--- config.mk ---
export PLATFORM = sky130hd
export DESIGN_NAME = st7735_ctrl
export DESIGN_NICKNAME = d
export VERILOG_FILES = /design/src/verilog/lcd_pkg.sv /design/src/verilog/panel_reset_gen.sv /design/src/verilog/spi_byte_tx.sv /design/src/verilog/lcd_init_seq.sv /design/src/verilog/pixel_streamer.sv /design/src/verilog/spi_bus_arbiter.sv /design/src/verilog/st7735_ctrl.sv
export SDC_FILE = /design/constraint.sdc
export NUM_CORES = 1
export LEC_CHECK = 0
export BUFFER_PORTS_ARGS = -buffer_cell sky130_fd_sc_hd__buf_4
export CAP_MARGIN = 20
export CORE_MARGIN = 2
export CORE_UTILIZATION = 45
export DETAILED_ROUTE_END_ITERATION = 6
export SYNTH_ARGS = -nofsm -noshare
export SYNTH_HDL_FRONTEND = slang
export SYNTH_SLANG_ARGS = --single-unit
--- constraint.sdc ---
create_clock -name clk -period 6.8 [get_ports clk]
set_input_delay 0.34 -clock clk [delete_from_list [all_inputs] [get_ports clk]]
set_output_delay 0.34 -clock clk [all_outputs]
set_load 0.02 [all_outputs]
--- src/verilog/lcd_pkg.sv ---
/*
 * ST7735 controller package
 * SPI widths, the RAMWR code and the power-up command table
 * with its DC flags and per-entry pauses
 */
package lcd_pkg;

   localparam int BYTE_W  = 8;
   localparam int COLOR_W = 16;   // rgb565

   localparam logic [BYTE_W-1:0] CMD_RAMWR = 8'h2C;

   localparam int INIT_LEN = 34;   // ends with RAMWR

   // send order, entry 0 first
   localparam logic [0:INIT_LEN-1][BYTE_W-1:0] INIT_BYTES = {
      8'h01,                        // SWRESET
      8'h11,                        // SLPOUT
      8'hB4, 8'h07,                 // INVCTR
      8'hC0, 8'hA2, 8'h02, 8'h84,   // PWCTR1
      8'hC3, 8'h8A, 8'h2A,          // PWCTR4
      8'hC4, 8'h8A, 8'hEE,          // PWCTR5
      8'hC5, 8'h0E,                 // VMCTR1
      8'h21,                        // INVON
      8'h36, 8'hC8,                 // MADCTL
      8'h3A, 8'h05,                 // COLMOD, 16 bit/pixel
      8'h2A, 8'h00, 8'h1A, 8'h00, 8'h6A,   // CASET
      8'h2B, 8'h00, 8'h01, 8'h00, 8'hA2,   // RASET
      8'h13,                        // NORON
      8'h29,                        // DISPON
      CMD_RAMWR
   };

   // 1 marks a parameter byte (dc high)
   localparam logic [0:INIT_LEN-1] INIT_IS_DATA =
      34'b0001_0111_0110_1101_0010_1011_1101_1110_00;

   // pause after each entry in ms
   localparam logic [0:INIT_LEN-1][9:0] INIT_DELAY_MS = {
      10'd150, 10'd500, {29{10'd0}}, 10'd10, 10'd100, 10'd0
   };

endpackage

--- src/verilog/panel_reset_gen.sv ---
`timescale 1ns/1ns
/*
 * panel reset generator
 * holds the panel hardware reset low after power-up, then signals
 * ready once the panel has had time to settle
 */
module panel_reset_gen #(
   parameter int RESET_LOW_CYCLES  = 120000,
   parameter int RESET_WAIT_CYCLES = 1440000
) (
   input  logic clk,
   input  logic rst_n,
   output logic panel_rst,
   output logic panel_ready
);

   localparam int TOTAL = RESET_LOW_CYCLES + RESET_WAIT_CYCLES;
   localparam int CNT_W = $clog2(TOTAL + 1);

   logic [CNT_W-1:0] cnt;

   always_ff @(posedge clk or negedge rst_n) begin
      if (!rst_n) begin
         cnt <= '0;
      end else if (cnt != CNT_W'(TOTAL)) begin
         cnt <= cnt + 1'b1;   // stops at the end
      end
   end

   assign panel_rst   = (cnt >= CNT_W'(RESET_LOW_CYCLES));
   assign panel_ready = (cnt == CNT_W'(TOTAL));

endmodule

--- src/verilog/spi_byte_tx.sv ---
`timescale 1ns/1ns
/*
 * SPI byte serializer
 * shifts one byte MSB first with CS low for exactly that byte.
 * SCK idles high and is only toggled while shifting
 */
module spi_byte_tx import lcd_pkg::*; #(
   parameter int HALF_SCK_CYCLES = 1
) (
   input  logic              clk,
   input  logic              rst_n,
   input  logic              tx_start,
   input  logic              tx_dc,
   input  logic [BYTE_W-1:0] tx_byte,
   output logic              tx_busy,
   output logic              tx_done,
   output logic              lcd_sck,
   output logic              lcd_mosi,
   output logic              lcd_dc,
   output logic              lcd_cs
);

   localparam int HC_W  = (HALF_SCK_CYCLES > 1) ? $clog2(HALF_SCK_CYCLES) : 1;
   localparam int BIT_W = $clog2(BYTE_W);

   logic [HC_W-1:0]   half_cnt;
   logic [BIT_W-1:0]  bit_cnt;
   logic [BYTE_W-1:0] shreg;
   logic              half_end;

   assign half_end = (half_cnt == HC_W'(HALF_SCK_CYCLES - 1));

   always_ff @(posedge clk or negedge rst_n) begin
      if (!rst_n) begin
         tx_busy  <= 1'b0;
         tx_done  <= 1'b0;
         half_cnt <= '0;
         bit_cnt  <= '0;
         lcd_sck  <= 1'b1;
         lcd_cs   <= 1'b1;
         lcd_dc   <= 1'b0;
         lcd_mosi <= 1'b0;
      end else begin
         tx_done <= 1'b0;
         if (!tx_busy) begin
            if (tx_start) begin
               tx_busy  <= 1'b1;
               lcd_cs   <= 1'b0;
               lcd_dc   <= tx_dc;
               lcd_sck  <= 1'b0;
               lcd_mosi <= tx_byte[BYTE_W-1];   // first bit goes out with cs
               half_cnt <= '0;
               bit_cnt  <= '0;
            end
         end else if (half_end) begin
            half_cnt <= '0;
            if (!lcd_sck) begin
               lcd_sck <= 1'b1;   // panel samples mosi here
            end else if (bit_cnt == BIT_W'(BYTE_W - 1)) begin
               tx_busy <= 1'b0;
               lcd_cs  <= 1'b1;
               tx_done <= 1'b1;
            end else begin
               lcd_sck  <= 1'b0;
               lcd_mosi <= shreg[BYTE_W-1];
               bit_cnt  <= bit_cnt + 1'b1;
            end
         end else begin
            half_cnt <= half_cnt + 1'b1;
         end
      end
   end

   // remaining bits of the current byte
   always_ff @(posedge clk) begin
      if (!tx_busy && tx_start) begin
         shreg <= {tx_byte[BYTE_W-2:0], 1'b0};
      end else if (tx_busy && half_end && lcd_sck) begin
         shreg <= {shreg[BYTE_W-2:0], 1'b0};
      end
   end

   a_cs_idle: assert property (@(posedge clk) disable iff (!rst_n)
      !tx_busy |-> lcd_cs);

   // the arbiter must not forward a start into a running byte
   a_no_start_busy: assert property (@(posedge clk) disable iff (!rst_n)
      tx_busy |-> !tx_start);

endmodule

--- src/verilog/lcd_init_seq.sv ---
`timescale 1ns/1ns
/*
 * LCD init sequencer
 * sends the power-up table one byte per entry once the panel is out of
 * reset, and waits out the pauses some commands need
 */
module lcd_init_seq import lcd_pkg::*; #(
   parameter int CYCLES_PER_MS = 12000
) (
   input  logic              clk,
   input  logic              rst_n,
   input  logic              panel_ready,
   input  logic              grant,
   input  logic              done_byte,
   output logic              req,
   output logic              start,
   output logic              dc,
   output logic              init_done,
   output logic [BYTE_W-1:0] byte_out
);

   localparam int IDX_W = $clog2(INIT_LEN);
   localparam int DLY_W = $clog2(1024 * CYCLES_PER_MS);

   localparam logic [2:0] ST_WAIT_PANEL = 3'd0;
   localparam logic [2:0] ST_REQ        = 3'd1;
   localparam logic [2:0] ST_ISSUE      = 3'd2;
   localparam logic [2:0] ST_BUSY       = 3'd3;
   localparam logic [2:0] ST_PAUSE      = 3'd4;
   localparam logic [2:0] ST_END        = 3'd5;

   logic [2:0]       state;
   logic [IDX_W-1:0] idx;
   logic [DLY_W-1:0] dly_cnt;
   logic [9:0]       cur_delay;
   logic             last;
   logic             advance;

   assign cur_delay = INIT_DELAY_MS[idx];
   assign last      = (idx == IDX_W'(INIT_LEN - 1));

   // entry finished, with or without a pause
   assign advance = (state == ST_BUSY && done_byte && cur_delay == '0) ||
                    (state == ST_PAUSE && dly_cnt == '0);

   assign req      = (state != ST_WAIT_PANEL) && (state != ST_END);
   assign start    = (state == ST_ISSUE);
   assign byte_out = INIT_BYTES[idx];
   assign dc       = INIT_IS_DATA[idx];

   always_ff @(posedge clk or negedge rst_n) begin
      if (!rst_n) begin
         state     <= ST_WAIT_PANEL;
         idx       <= '0;
         dly_cnt   <= '0;
         init_done <= 1'b0;
      end else begin
         init_done <= 1'b0;
         if (advance) begin
            if (last) begin
               state     <= ST_END;
               init_done <= 1'b1;
            end else begin
               idx   <= idx + 1'b1;
               state <= ST_ISSUE;   // next start one cycle after done
            end
         end else begin
            case (state)
               ST_WAIT_PANEL: begin
                  if (panel_ready) begin
                     state <= ST_REQ;
                  end
               end
               ST_REQ: begin
                  if (grant) begin
                     state <= ST_ISSUE;
                  end
               end
               ST_ISSUE: begin
                  state <= ST_BUSY;
               end
               ST_BUSY: begin
                  if (done_byte) begin   // only reached with a pause pending
                     dly_cnt <= DLY_W'(32'(cur_delay) * CYCLES_PER_MS);
                     state   <= ST_PAUSE;
                  end
               end
               ST_PAUSE: begin
                  dly_cnt <= dly_cnt - 1'b1;   // bus stays owned meanwhile
               end
               default: begin
               end
            endcase
         end
      end
   end

   // grant is held for the whole table once given
   a_start_granted: assert property (@(posedge clk) disable iff (!rst_n)
      start |-> grant);

endmodule

--- src/verilog/pixel_streamer.sv ---
`timescale 1ns/1ns
/*
 * pixel streamer
 * clears the panel with one black frame, then streams frames forever,
 * asking the outside for each pixel colour in raster order
 */
module pixel_streamer import lcd_pkg::*; #(
   parameter int SCREEN_WIDTH  = 160,
   parameter int SCREEN_HEIGHT = 80
) (
   input  logic                             clk,
   input  logic                             rst_n,
   input  logic                             init_done,
   input  logic                             grant,
   input  logic                             done_byte,
   input  logic [COLOR_W-1:0]               color,
   output logic                             req,
   output logic                             start,
   output logic                             dc,
   output logic                             next_pixel,
   output logic                             is_init,
   output logic [BYTE_W-1:0]                byte_out,
   output logic [$clog2(SCREEN_WIDTH)-1:0]  x,
   output logic [$clog2(SCREEN_HEIGHT)-1:0] y
);

   localparam int XW = $clog2(SCREEN_WIDTH);
   localparam int YW = $clog2(SCREEN_HEIGHT);

   localparam logic [2:0] ST_IDLE   = 3'd0;
   localparam logic [2:0] ST_CMD    = 3'd1;
   localparam logic [2:0] ST_PIX    = 3'd2;
   localparam logic [2:0] ST_SAMPLE = 3'd3;
   localparam logic [2:0] ST_HI     = 3'd4;
   localparam logic [2:0] ST_LO     = 3'd5;

   logic [2:0]         state;
   logic               pending;   // byte handed to the serializer
   logic [COLOR_W-1:0] color_q;
   logic               frame_end;
   logic               sending;

   assign sending   = (state == ST_CMD) || (state == ST_HI) || (state == ST_LO);
   assign frame_end = (x == XW'(SCREEN_WIDTH - 1)) && (y == YW'(SCREEN_HEIGHT - 1));

   assign req        = (state != ST_IDLE);
   assign start      = sending && grant && !pending;
   assign next_pixel = (state == ST_PIX) && is_init;   // silent in the black frame
   assign dc         = (state != ST_CMD);

   always_comb begin
      case (state)
         ST_CMD:  byte_out = CMD_RAMWR;
         ST_HI:   byte_out = color_q[COLOR_W-1:BYTE_W];
         default: byte_out = color_q[BYTE_W-1:0];
      endcase
   end

   always_ff @(posedge clk or negedge rst_n) begin
      if (!rst_n) begin
         state   <= ST_IDLE;
         pending <= 1'b0;
         is_init <= 1'b0;
         x       <= '0;
         y       <= '0;
      end else begin
         if (start) begin
            pending <= 1'b1;
         end else if (done_byte) begin
            pending <= 1'b0;
         end
         case (state)
            ST_IDLE: begin
               if (init_done) begin
                  state <= ST_PIX;   // init table already ended with RAMWR
               end
            end
            ST_CMD: begin
               if (done_byte) begin
                  state <= ST_PIX;
               end
            end
            ST_PIX: begin
               state <= ST_SAMPLE;
            end
            ST_SAMPLE: begin
               state <= ST_HI;
            end
            ST_HI: begin
               if (done_byte) begin
                  state <= ST_LO;
               end
            end
            ST_LO: begin
               if (done_byte) begin
                  if (frame_end) begin
                     x       <= '0;
                     y       <= '0;
                     is_init <= 1'b1;
                     state   <= ST_CMD;
                  end else begin
                     if (x == XW'(SCREEN_WIDTH - 1)) begin
                        x <= '0;
                        y <= y + 1'b1;
                     end else begin
                        x <= x + 1'b1;
                     end
                     state <= ST_PIX;
                  end
               end
            end
            default: begin
               state <= ST_IDLE;
            end
         endcase
      end
   end

   // colour taken one cycle after next_pixel, black while clearing
   always_ff @(posedge clk) begin
      if (state == ST_SAMPLE) begin
         color_q <= is_init ? color : '0;
      end
   end

endmodule

--- src/verilog/spi_bus_arbiter.sv ---
`timescale 1ns/1ns
/*
 * SPI bus arbiter
 * lends the byte serializer to the init sequencer or the pixel streamer,
 * init first, and only hands over between bytes
 */
module spi_bus_arbiter import lcd_pkg::*; (
   input  logic              clk,
   input  logic              rst_n,
   input  logic              init_req,
   input  logic              init_start,
   input  logic              init_dc,
   input  logic [BYTE_W-1:0] init_byte,
   input  logic              pix_req,
   input  logic              pix_start,
   input  logic              pix_dc,
   input  logic [BYTE_W-1:0] pix_byte,
   input  logic              tx_busy,
   input  logic              tx_done,
   output logic              init_grant,
   output logic              pix_grant,
   output logic              init_done_byte,
   output logic              pix_done_byte,
   output logic              tx_start,
   output logic              tx_dc,
   output logic [BYTE_W-1:0] tx_byte
);

   logic free;

   // owner let go and nothing on the wire
   assign free = !tx_busy && !(init_grant && init_req) && !(pix_grant && pix_req);

   always_ff @(posedge clk or negedge rst_n) begin
      if (!rst_n) begin
         init_grant <= 1'b0;
         pix_grant  <= 1'b0;
      end else if (free) begin
         init_grant <= init_req;
         pix_grant  <= !init_req && pix_req;
      end
   end

   assign tx_start = init_grant ? init_start : (pix_grant && pix_start);
   assign tx_dc    = init_grant ? init_dc : pix_dc;
   assign tx_byte  = init_grant ? init_byte : pix_byte;

   assign init_done_byte = init_grant && tx_done;
   assign pix_done_byte  = pix_grant && tx_done;

   a_one_owner: assert property (@(posedge clk) disable iff (!rst_n)
      !(init_grant && pix_grant));

   a_owner_stable: assert property (@(posedge clk) disable iff (!rst_n)
      tx_busy |=> $stable({init_grant, pix_grant}));

endmodule

--- src/verilog/st7735_ctrl.sv ---
`timescale 1ns/1ns
/*
 * ST7735 LCD controller top
 * panel reset, init sequencer and pixel streamer sharing one
 * 4-wire SPI serializer through an arbiter
 */
module st7735_ctrl import lcd_pkg::*; #(
   parameter int SCREEN_WIDTH      = 160,
   parameter int SCREEN_HEIGHT     = 80,
   parameter int HALF_SCK_CYCLES   = 1,
   parameter int CYCLES_PER_MS     = 12000,
   parameter int RESET_LOW_CYCLES  = 120000,    // 10 ms at 12 MHz
   parameter int RESET_WAIT_CYCLES = 1440000    // 120 ms
) (
   input  logic                             clk,
   input  logic                             rst_n,
   input  logic [COLOR_W-1:0]               color,
   output logic                             lcd_sck,
   output logic                             lcd_mosi,
   output logic                             lcd_dc,
   output logic                             lcd_cs,
   output logic                             panel_rst,
   output logic                             next_pixel,
   output logic                             is_init,
   output logic [$clog2(SCREEN_WIDTH)-1:0]  x,
   output logic [$clog2(SCREEN_HEIGHT)-1:0] y
);

   logic              panel_ready;
   logic              init_req;
   logic              init_start;
   logic              init_dc;
   logic [BYTE_W-1:0] init_byte;
   logic              init_grant;
   logic              init_done_byte;
   logic              init_done;
   logic              pix_req;
   logic              pix_start;
   logic              pix_dc;
   logic [BYTE_W-1:0] pix_byte;
   logic              pix_grant;
   logic              pix_done_byte;
   logic              tx_start;
   logic              tx_dc;
   logic [BYTE_W-1:0] tx_byte;
   logic              tx_busy;
   logic              tx_done;

   panel_reset_gen #(
      .RESET_LOW_CYCLES (RESET_LOW_CYCLES),
      .RESET_WAIT_CYCLES(RESET_WAIT_CYCLES)
   ) u_reset_gen (
      .clk        (clk),
      .rst_n      (rst_n),
      .panel_rst  (panel_rst),
      .panel_ready(panel_ready)
   );

   lcd_init_seq #(
      .CYCLES_PER_MS(CYCLES_PER_MS)
   ) u_init_seq (
      .clk        (clk),
      .rst_n      (rst_n),
      .panel_ready(panel_ready),
      .grant      (init_grant),
      .done_byte  (init_done_byte),
      .req        (init_req),
      .start      (init_start),
      .dc         (init_dc),
      .init_done  (init_done),
      .byte_out   (init_byte)
   );

   pixel_streamer #(
      .SCREEN_WIDTH (SCREEN_WIDTH),
      .SCREEN_HEIGHT(SCREEN_HEIGHT)
   ) u_streamer (
      .clk       (clk),
      .rst_n     (rst_n),
      .init_done (init_done),
      .grant     (pix_grant),
      .done_byte (pix_done_byte),
      .color     (color),
      .req       (pix_req),
      .start     (pix_start),
      .dc        (pix_dc),
      .next_pixel(next_pixel),
      .is_init   (is_init),
      .byte_out  (pix_byte),
      .x         (x),
      .y         (y)
   );

   spi_bus_arbiter u_arbiter (
      .clk           (clk),
      .rst_n         (rst_n),
      .init_req      (init_req),
      .init_start    (init_start),
      .init_dc       (init_dc),
      .init_byte     (init_byte),
      .pix_req       (pix_req),
      .pix_start     (pix_start),
      .pix_dc        (pix_dc),
      .pix_byte      (pix_byte),
      .tx_busy       (tx_busy),
      .tx_done       (tx_done),
      .init_grant    (init_grant),
      .pix_grant     (pix_grant),
      .init_done_byte(init_done_byte),
      .pix_done_byte (pix_done_byte),
      .tx_start      (tx_start),
      .tx_dc         (tx_dc),
      .tx_byte       (tx_byte)
   );

   spi_byte_tx #(
      .HALF_SCK_CYCLES(HALF_SCK_CYCLES)
   ) u_spi_tx (
      .clk     (clk),
      .rst_n   (rst_n),
      .tx_start(tx_start),
      .tx_dc   (tx_dc),
      .tx_byte (tx_byte),
      .tx_busy (tx_busy),
      .tx_done (tx_done),
      .lcd_sck (lcd_sck),
      .lcd_mosi(lcd_mosi),
      .lcd_dc  (lcd_dc),
      .lcd_cs  (lcd_cs)
   );

endmodule

==> Flow_metrics.wiki, run 1 <==
{| class="wikitable"
! Metric !! Value
|-
| Unrepaired setup endpoints after global routing || no
|-
| Final layout net count || 960
|-
| Clock tree from TritonCTS || done
|-
| Highest fanout seen on the critical path || 34
|-
| Count of routing violations after the opening detailed-route iteration || 350
|-
| Total Die Area || 0.0184 mm²
|-
| Delay contributed by the slowest stage of the critical path || 770 ps
|-
| Post-synthesis cell count || 834
|-
| Ant diodes || 0
|-
| Worst Setup End Kind || register
|-
| Gpl congestion || 0.870
|-
| Maximum number of buffers from clock root to sink || 2
|-
| Share of the cycle needed by the critical path after routing || 0.849
|-
| Transition time at the pin with the least slew margin || 1040 ps
|-
| Area after detailed placement || 0.00828 mm²
|-
| Number of setup violations in the final report || 0
|-
| Required time of the worst setup path || 7080 ps
|-
| Start point of the critical path || u_init_seq.idx[3]
|-
| Wire length of the first global-routing pass || 30,000 µm
|-
| Routed len/inst || 16.0 µm
|-
| Post-DP HPWL || 12,800 µm
|-
| Count of endpoints failing hold in the final timing report || 0
|-
| Number of clock sinks seen by CTS || 109
|-
| Shortest period the worst path allows || 5770 ps
|-
| Maximum number of pins on one net before global-route repair || 64
|-
| Result of the run || completed
|-
| Leakage power figure || 4.09 nW
|-
| Effective utilization at floorplan || 0.456
|-
| Clock-pin slew reported for the worst setup and hold paths after clock tree synthesis || 80 ps
|-
| Number of buffers created by CTS || 9
|-
| Dominant cell by count in the synthesized netlist || dfrtp_1
|-
| Hold EP || u_streamer.color_q[12]
|-
| Hold Path Stages || 2
|-
| Register-to-register setup slack || 1030 ps
|-
| Post-synth design cell area || 0.00780 mm²
|-
| Arr. time, crit path || 6050 ps
|-
| Drt total wl || 17,400 µm
|-
| Final setup skew || 7.30 ps
|-
| Global-route total usage across every layer || 0.202
|-
| Sum Neg Setup Slack || 0 ps
|-
| R2R Path Start || u_init_seq.idx[3]
|-
| Number of max-slew violations in the final report || 0
|-
| Clock network latency to the later pin of the worst-skew pair || 360 ps
|-
| Remaining Overflow, GRT || 0
|-
| Clock Tree Root || clkbuf_16
|-
| Clock H-tree levels || 3
|-
| Most instantiated flip-flop cell in the synthesis netlist || dfrtp_1
|-
| Vias per Instance || 5.64
|-
| Flip-flop and latch count after synthesis || 109
|-
| Remaining antenna violation count || 0
|-
| Synth Warn # || 0
|-
| Launching element type of the critical path || register
|-
| Post_cts resized || 0
|-
| Synth async-reset ratio || 0.789
|-
| Via count || 6,134
|-
| Achievable frequency || 173 MHz
|-
| Filler instances || 1,607
|-
| Hold Crit Start || color[12]
|-
| Power per cell area || 140 mW/mm²
|-
| Worst min-delay path class || input port to register
|-
| Type of the worst setup path || register to register
|-
| Residual DRC || 0
|-
| Endpoint of the worst register-to-register path || u_init_seq.dly_cnt[20]
|-
| Tightest slew margin relative to the limit || 0.305
|-
| Placeable core region || 0.0171 mm²
|-
| Site Rows || 48
|-
| Die height || 136 µm
|-
| Number of cells on the worst reg-to-reg path || 18
|-
| Post-Syn Nets || 937
|-
| EDFF count, synth || 23
|-
| IR drop worst, VDD || 0.000135 V
|-
| Syn avg cell area || 9.36 µm²
|-
| Fraction of post-synthesis cell area in the top cell type by area || 0.269
|-
| Layout-stage area growth over the synthesis result || 9.91%
|-
| Leading cell types by count after synthesis || dfrtp_1 (84), inv_1 (68), ha_1 (64), nor2_1 (64), nand2_1 (60)
|-
| Post-CTS Setup Repair Bufs || 0
|-
| Fraction of final layout cells with drive strength greater than 1 || 0.109
|-
| Final design area excluding fillers || 0.00858 mm²
|-
| Cell types occupying the most area after synthesis || dfrtp_1 (27%), ha_1 (10%), edfxtp_1 (8.8%), fa_1 (5.4%), a21oi_1 (3.8%)
|-
| MaxCap Viol Count || 0
|-
| Part of the Yosys area used for sequential elements || 0.365
|-
| Library cell with the largest summed area after synthesis || dfrtp_1
|-
| Max stage delay cell, worst path || dfrtp_1
|-
| Vias in the first global route || 6,029
|-
| Cell family contributing the most delay on the critical path || adder cells
|-
| Router iterations before antenna repair || 4
|-
| Ordered cell list for the critical path || nor4_2 > nand2_2 > nand2_1 > inv_1 > fa_1 > inv_1 > fa_1 > fa_1 > inv_1 > fa_1 > inv_1 > ha_1 > a21o_1 > a221oi_1 > o21ai_0 > a2111oi_0 > a41oi_1 > o21ai_1
|-
| Horizontal die dimension || 136 µm
|-
| Buf/Inv on CP || 4
|-
| Ports || 40
|-
| Count of cell types in the netlist || 76
|-
| Count of input and output buffers || 39
|-
| Initial antenna violation count || 0
|}
-- sequential cells by signal, summed over array words and instances, names as in the netlist, 3 cells and up --
signal / cells
u_spi_tx.bit_cnt: 3
u_streamer.color_q: 16
u_init_seq.idx: 6
u_init_seq.dly_cnt: 24
u_streamer.y: 7
u_spi_tx.shreg: 7
u_reset_gen.cnt: 21
u_streamer.x: 8
u_streamer.state: 3
u_init_seq.state: 3
-- kinds of logic after synthesis --
family          after synthesis  share of synthesized area
mux                          14                     0.0212
compound gates              203                      0.167
fa+ha+maj                    85                      0.156
simple gates                277                      0.189
buf+inv                     101                     0.0513
xor+xnor                     45                     0.0505
flops                       109                      0.365
-- layout make-up --
type,instances,area (µm²),area share
flip-flops and latches,109,2850,0.332
clock inverters,6,58.8,0.00686
inverters,68,255,0.0298
clock buffers,10,229,0.0267
repair buffers,45,344,0.0401
multi-input cells,624,4560,0.532
well taps,225,282,0.0328
-- layer usage --
layer / wire length, µm / track usage / share of wire
met1: 8140 / 0.279 / 0.47
met4: 247 / 0.0515 / 0.014
met5: 0 / 0 / 0
met2: 8310 / 0.329 / 0.48
met3: 665 / 0.0397 / 0.038
-- repair_timing --
item,4_1_cts,5_1_grt
hold endpoints to repair,23,0
hold buffers,1,0
setup endpoints to repair,0,0
-- power by group --
part | total [mW] | switching, mW | internal (mW)
combinational | 0.0177 | 0.0109 | 0.00675
clock | 0.522 | 0.265 | 0.257
sequential | 0.664 | 0 | 0.664
total | 1.20 | 0.276 | 0.928
-- worst register-to-register path: stages (launching register included) --
cell and delay, ps:
dfrtp_1 770, nor4_2 500, nand2_2 220, nand2_1 150
inv_1 120, fa_1 370, inv_1 80, fa_1 420
fa_1 490, inv_1 50, fa_1 520, inv_1 40
ha_1 330, a21o_1 210, a221oi_1 420, o21ai_0 280
a2111oi_0 470, a41oi_1 80, o21ai_1 150
-- cell usage in the layout (no fill, tap or decap), types with 7 or more instances in the layout --
cell type   n
nand2b_1    9
and3_1     10
o211ai_1   10
nand2_1    60
ha_1       64
edfxtp_1   23
dfrtp_1    84
a31oi_1    10
a21oi_1    59
nand3_1    35
o21ai_0    46
fa_1       21
clkbuf_16   9
a21o_1     10
xnor2_1    30
buf_4      43
nand4_1    13
inv_1      68
xor2_1     15
or3_1       7
nor2_1     64
nor3_1     17
and2_1     17
o22ai_1     9
-- worst max path at each step --
stage | end | slack, ps | cells after the start
after floorplan | u_init_seq.dly_cnt[20] | 1790 | 18
after global placement | u_init_seq.dly_cnt[20] | 1210 | 18
after detailed placement | u_init_seq.dly_cnt[20] | 1060 | 18
after CTS | u_init_seq.dly_cnt[20] | 1050 | 18
after global routing | u_init_seq.dly_cnt[20] | 680 | 16
final | u_init_seq.dly_cnt[20] | 1030 | 18
-- metrics by stage --
step / cells / util / hold WS, ps / worst slack (ps) / power, mW
5_1_grt: 1087 / 0.501 / 250 / 677 / 1.25
3_3_place_gp: 1069 / 0.483 / 255 / 1210 / 0.695
2_1_floorplan: 834 / - / 44.4 / 1790 / 0.678
6_report: 1087 / 0.501 / 259 / 1030 / 1.20
3_5_place_dp: 1070 / 0.484 / 260 / 1060 / 0.696
4_1_cts: 1087 / 0.501 / 248 / 1050 / 1.22
Power figures use the tool's default switching activity.
==> run 2, diff against run 1 <==
--- a/config.mk
+++ b/config.mk
@@ -5,6 +5,7 @@
 export SDC_FILE = /design/constraint.sdc
 export NUM_CORES = 1
 export LEC_CHECK = 0
+export ABC_AREA = 1
 export BUFFER_PORTS_ARGS = -buffer_cell sky130_fd_sc_hd__buf_4
 export CAP_MARGIN = 20
 export CORE_MARGIN = 2
==> constraint.sdc (replaced) <==
create_clock -name clk -period 4.8 [get_ports clk]
set_input_delay 0.24 -clock clk [delete_from_list [all_inputs] [get_ports clk]]
set_output_delay 0.24 -clock clk [all_outputs]
set_load 0.02 [all_outputs]
==> Flow_metrics.wiki, run 2 <==
{| class="wikitable"
! Metric !! Value
|-
| Net switching fraction of the power || 0.235 (was 0.229)
|-
| Portion of total power attributed to the clock network || 0.439 (was 0.434)
|-
| Layout-stage area growth over the synthesis result || 11.9% (was 9.91%)
|-
| MaxCap Viol Count || 0 (unchanged)
|-
| Start point of the critical path || u_init_seq.idx[0] (was u_init_seq.idx[3])
|-
| P_sw || 0.405 mW (was 0.276 mW)
|-
| Initial antenna violation count || 0 (unchanged)
|-
| Hold EP || u_streamer.color_q[5] (was u_streamer.color_q[12])
|-
| Highest fanout seen on the critical path || 7 (was 34)
|-
| Vias in the first global route || 6,642 (was 6,029)
|-
| Arr. time, crit path || 4720 ps (was 6050 ps)
|-
| Setup slack at placement || 85.6 ps (was 1060 ps)
|-
| Launching element type of the critical path || register (unchanged)
|-
| Library cell with the largest summed area after synthesis || dfrtp_1 (unchanged)
|-
| Number of setup violations in the final report || 0 (unchanged)
|-
| Largest register by flop count || u_init_seq.dly_cnt (unchanged)
|-
| Most instantiated flip-flop cell in the synthesis netlist || dfrtp_1 (unchanged)
|-
| Required time of the worst setup path || 5060 ps (was 7080 ps)
|-
| Share of the cycle needed by the critical path after routing || 0.930 (was 0.849)
|-
| Via count || 6,865 (was 6,134)
|-
| Residual DRC || 0 (unchanged)
|-
| Routed len/inst || 13.0 µm (was 16.0 µm)
|-
| Syn avg cell area || 7.44 µm² (was 9.36 µm²)
|-
| Unrepaired setup endpoints after global routing || yes (was no)
|-
| Combinational share of power || 0.015 (about the same)
|-
| Horizontal die dimension || 139 µm (was 136 µm)
|-
| Remaining antenna violation count || 0 (unchanged)
|-
| Effective utilization at floorplan || 0.457 (was 0.456)
|-
| Filler instances || 1,838 (was 1,607)
|-
| Post-DP HPWL || 13,800 µm (was 12,800 µm)
|-
| Synth Warn # || 0 (unchanged)
|-
| Register-to-register setup slack || 340 ps (was 1030 ps)
|-
| Hold Path Stages || 3 (was 2)
|-
| Leading cell types by count after synthesis || nand2_1 (324), inv_1 (164), nor2_1 (99), dfrtp_1 (84), nand3_1 (77) (was dfrtp_1 (84), inv_1 (68), ha_1 (64), nor2_1 (64), nand2_1 (60))
|-
| Dominant cell by count in the synthesized netlist || nand2_1 (was dfrtp_1)
|-
| Tightest slew margin relative to the limit || 0.418 (was 0.305)
|-
| Fraction of final layout cells with drive strength greater than 1 || 0.105 (was 0.109)
|-
| Placeable core region || 0.0180 mm² (was 0.0171 mm²)
|-
| Clock network latency to the later pin of the worst-skew pair || 360 ps (about the same)
|-
| Endpoint of the worst register-to-register path || u_init_seq.dly_cnt[23] (was u_init_seq.dly_cnt[20])
|-
| Post-synth design cell area || 0.00822 mm² (was 0.00780 mm²)
|-
| Internal power consumption || 1.32 mW (was 0.928 mW)
|-
| Clock Tree Root || clkbuf_16 (unchanged)
|-
| Synth async-reset ratio || 0.789 (unchanged)
|-
| Clock tree from TritonCTS || done (unchanged)
|-
| EDFF count, synth || 23 (unchanged)
|-
| Number of standard cells in the layout, taps in and fillers out || 1,388 (was 1,087)
|-
| Post-synthesis cell count || 1,104 (was 834)
|-
| Count of endpoints failing hold in the final timing report || 0 (unchanged)
|-
| Power per cell area || 188 mW/mm² (was 140 mW/mm²)
|-
| Remaining Overflow, GRT || 0 (unchanged)
|-
| Top library cells by usage in the layout, fill and taps aside || nand2_1 (323), inv_1 (161), nor2_1 (96) (was dfrtp_1 (84), inv_1 (68), nor2_1 (64), ha_1 (64), nand2_1 (60))
|-
| Achievable frequency || 224 MHz (was 173 MHz)
|-
| Flop pwr share || 0.546 (was 0.552)
|-
| Ports || 40 (unchanged)
|-
| Leakage power figure || 4.93 nW (was 4.09 nW)
|-
| Minimum setup slack in the final design || 335 ps (was 1030 ps)
|-
| Cell types occupying the most area after synthesis || dfrtp_1 (26%), nand2_1 (15%), ha_1 (9.7%), edfxtp_1 (8.4%), inv_1 (7.5%) (was dfrtp_1 (27%), ha_1 (10%), edfxtp_1 (8.8%), fa_1 (5.4%), a21oi_1 (3.8%))
|-
| Gpl congestion || 0.877 (was 0.870)
|-
| Maximum number of pins on one net before global-route repair || 51 (was 64)
|-
| Maximum number of buffers from clock root to sink || 2 (unchanged)
|-
| Shortest period the worst path allows || 4460 ps (was 5770 ps)
|-
| Count of routing violations after the opening detailed-route iteration || 377 (was 350)
|-
| Site Rows || 49 (was 48)
|-
| Hold Crit Start || color[5] (was color[12])
|-
| Total Die Area || 0.0194 mm² (was 0.0184 mm²)
|-
| Count of cell types in the netlist || 46 (was 76)
|-
| Number of clock sinks seen by CTS || 109 (unchanged)
|-
| Final setup skew || 9.99 ps (was 7.30 ps)
|-
| Worst min-delay path class || input port to register (unchanged)
|-
| Number of buffers created by CTS || 9 (unchanged)
|-
| Ant diodes || 0 (unchanged)
|-
| Wire length of the first global-routing pass || 31,600 µm (was 30,000 µm)
|-
| Worst Setup End Kind || register (unchanged)
|-
| Count of input and output buffers || 39 (unchanged)
|-
| Number of cells on the worst reg-to-reg path || 24 (was 18)
|-
| IR drop worst, VDD || 0.000152 V (was 0.000135 V)
|-
| Clock H-tree levels || 3 (unchanged)
|-
| Number of max-slew violations in the final report || 0 (unchanged)
|-
| Most common library cell in the layout ignoring fill and taps || nand2_1 (was dfrtp_1)
|-
| Part of the Yosys area used for sequential elements || 0.346 (was 0.365)
|-
| Clock-pin slew reported for the worst setup and hold paths after clock tree synthesis || 80 ps (about the same)
|-
| Instance count after placement with tap cells included || 1,369 (was 1,070)
|-
| Vias per Instance || 4.95 (was 5.64)
|-
| Global-route total usage across every layer || 0.197 (was 0.202)
|-
| Type of the worst setup path || register to register (unchanged)
|-
| Post-Syn Nets || 1,207 (was 937)
|-
| Transition time at the pin with the least slew margin || 869 ps (was 1040 ps)
|-
| Drt total wl || 18,000 µm (was 17,400 µm)
|-
| Fraction of post-synthesis cell area in the top cell type by area || 0.256 (was 0.269)
|-
| Result of the run || completed (unchanged)
|-
| Die height || 139 µm (was 136 µm)
|-
| R2R Path Start || u_init_seq.idx[0] (was u_init_seq.idx[3])
|-
| Flip-flop and latch count after synthesis || 109 (unchanged)
|-
| Final layout net count || 1,257 (was 960)
|-
| Number of flip-flops under the largest register name || 24 (unchanged)
|-
| Router iterations before antenna repair || 4 (unchanged)
|-
| Largest regs || u_init_seq.dly_cnt x24, u_reset_gen.cnt x21, u_streamer.color_q x16 (unchanged)
|}
## run 2: cell types whose count changed in the layout (fill, tap and decap cells not counted), moves of 13 or more
cell     previous run  this run
nor2_1             64        96
nand2_1            60       323
and2_1             17         0
nand3_1            35        75
buf_4              43        56
xnor2_1            30        14
a21oi_1            59        37
xor2_1             15        28
inv_1              68       161
## run 2: logic make-up (layout without fill, tap and decap cells)
logic type,Yosys count,after routing,synth area share
AO/OA/AOI/OAI,109,109,0.0736
XOR/XNOR,42,42,0.0448
adder cells (fa/ha/maj),85,85,0.149
buffers and inverters,189,244,0.0896
flip-flops,109,109,0.346
multiplexers,1,1,0.00122
AND/OR/NAND/NOR,569,569,0.296
## run 2: worst max path at each step
stage / end / slack, ps / cells past startpoint
2_1_floorplan: u_init_seq.dly_cnt[23] / 50 / 25
6_report: u_init_seq.dly_cnt[23] / 340 / 24
3_5_place_dp: u_init_seq.dly_cnt[16] / 90 / 21
3_3_place_gp: u_init_seq.dly_cnt[16] / 200 / 21
5_1_grt: u_init_seq.dly_cnt[17] / -10 / 25
4_1_cts: u_init_seq.dly_cnt[16] / 70 / 21
## run 2: metal layers
| layer | GRT usage | vias to the layer above | routed length [µm] |
|---|---|---|---|
| met4 | 0.0627 | 0 | 327 |
| met3 | 0.0256 | 23 | 528 |
| met2 | 0.323 | 107 | 8400 |
| met5 | 0 | - | 0 |
| li1 | - | 3609 | - |
| met1 | 0.272 | 3126 | 8750 |
## run 2: layout make-up
class | instances | area [µm²] | share of cell area
Timing Repair Buffer | 57 | 430 | 0.0468
Multi-Input combinational cell | 806 | 4690 | 0.510
Inverter | 171 | 644 | 0.0701
Clock buffer | 10 | 229 | 0.0249
Sequential cell | 109 | 2850 | 0.310
Tap cell | 229 | 287 | 0.0312
Clock inverter | 6 | 67.6 | 0.00735
## run 2: worst max-delay path: stages, from the launching register on
cell     delay [ps]
dfrtp_2         470
ha_1            250
ha_1            200
inv_1            50
nor3_1           40
buf_4           170
ha_1            280
inv_1            50
fa_1            530
inv_1            50
fa_1            530
inv_1            50
fa_1            510
inv_1            40
ha_1            350
nand2_1          90
nand2_1          60
a21oi_1         190
nand3_1         120
nand2_1          70
nand2_1          40
nand2_1          50
nand2_1          50
nand2_1          50
nand2_1          50
## run 2: stage by stage
step	total power, mW	setup TNS, ps	cell area, µm²	utilization	hold WS [ps]
4_1_cts	1.75	0	9120	0.508	113
2_1_floorplan	0.960	0	8220	-	-55.6
6_report	1.72	0	9190	0.512	126
3_5_place_dp	0.987	0	8810	0.491	356
5_1_grt	1.78	-11.5	9190	0.512	136
3_3_place_gp	0.987	0	8810	0.491	331
## run 2: repair_timing
item	in CTS	in global routing
endpoints found under the setup margin	0	11
endpoints found under the hold margin	49	0
gates resized for setup	0	18
hold buffers	1	0
buffers inserted	0	2
## run 2: power groups by stage
| stage | sequential [mW] | clock (mW) | combinational (mW) |
|---|---|---|---|
| 2_1_floorplan | 0.960 | 0 | 0.00000302 |
| 3_3_place_gp | 0.960 | 0 | 0.0265 |
| 3_5_place_dp | 0.960 | 0 | 0.0269 |
| 4_1_cts | 0.941 | 0.781 | 0.0277 |
| 5_1_grt | 0.941 | 0.806 | 0.0300 |
| 6_report | 0.941 | 0.757 | 0.0260 |
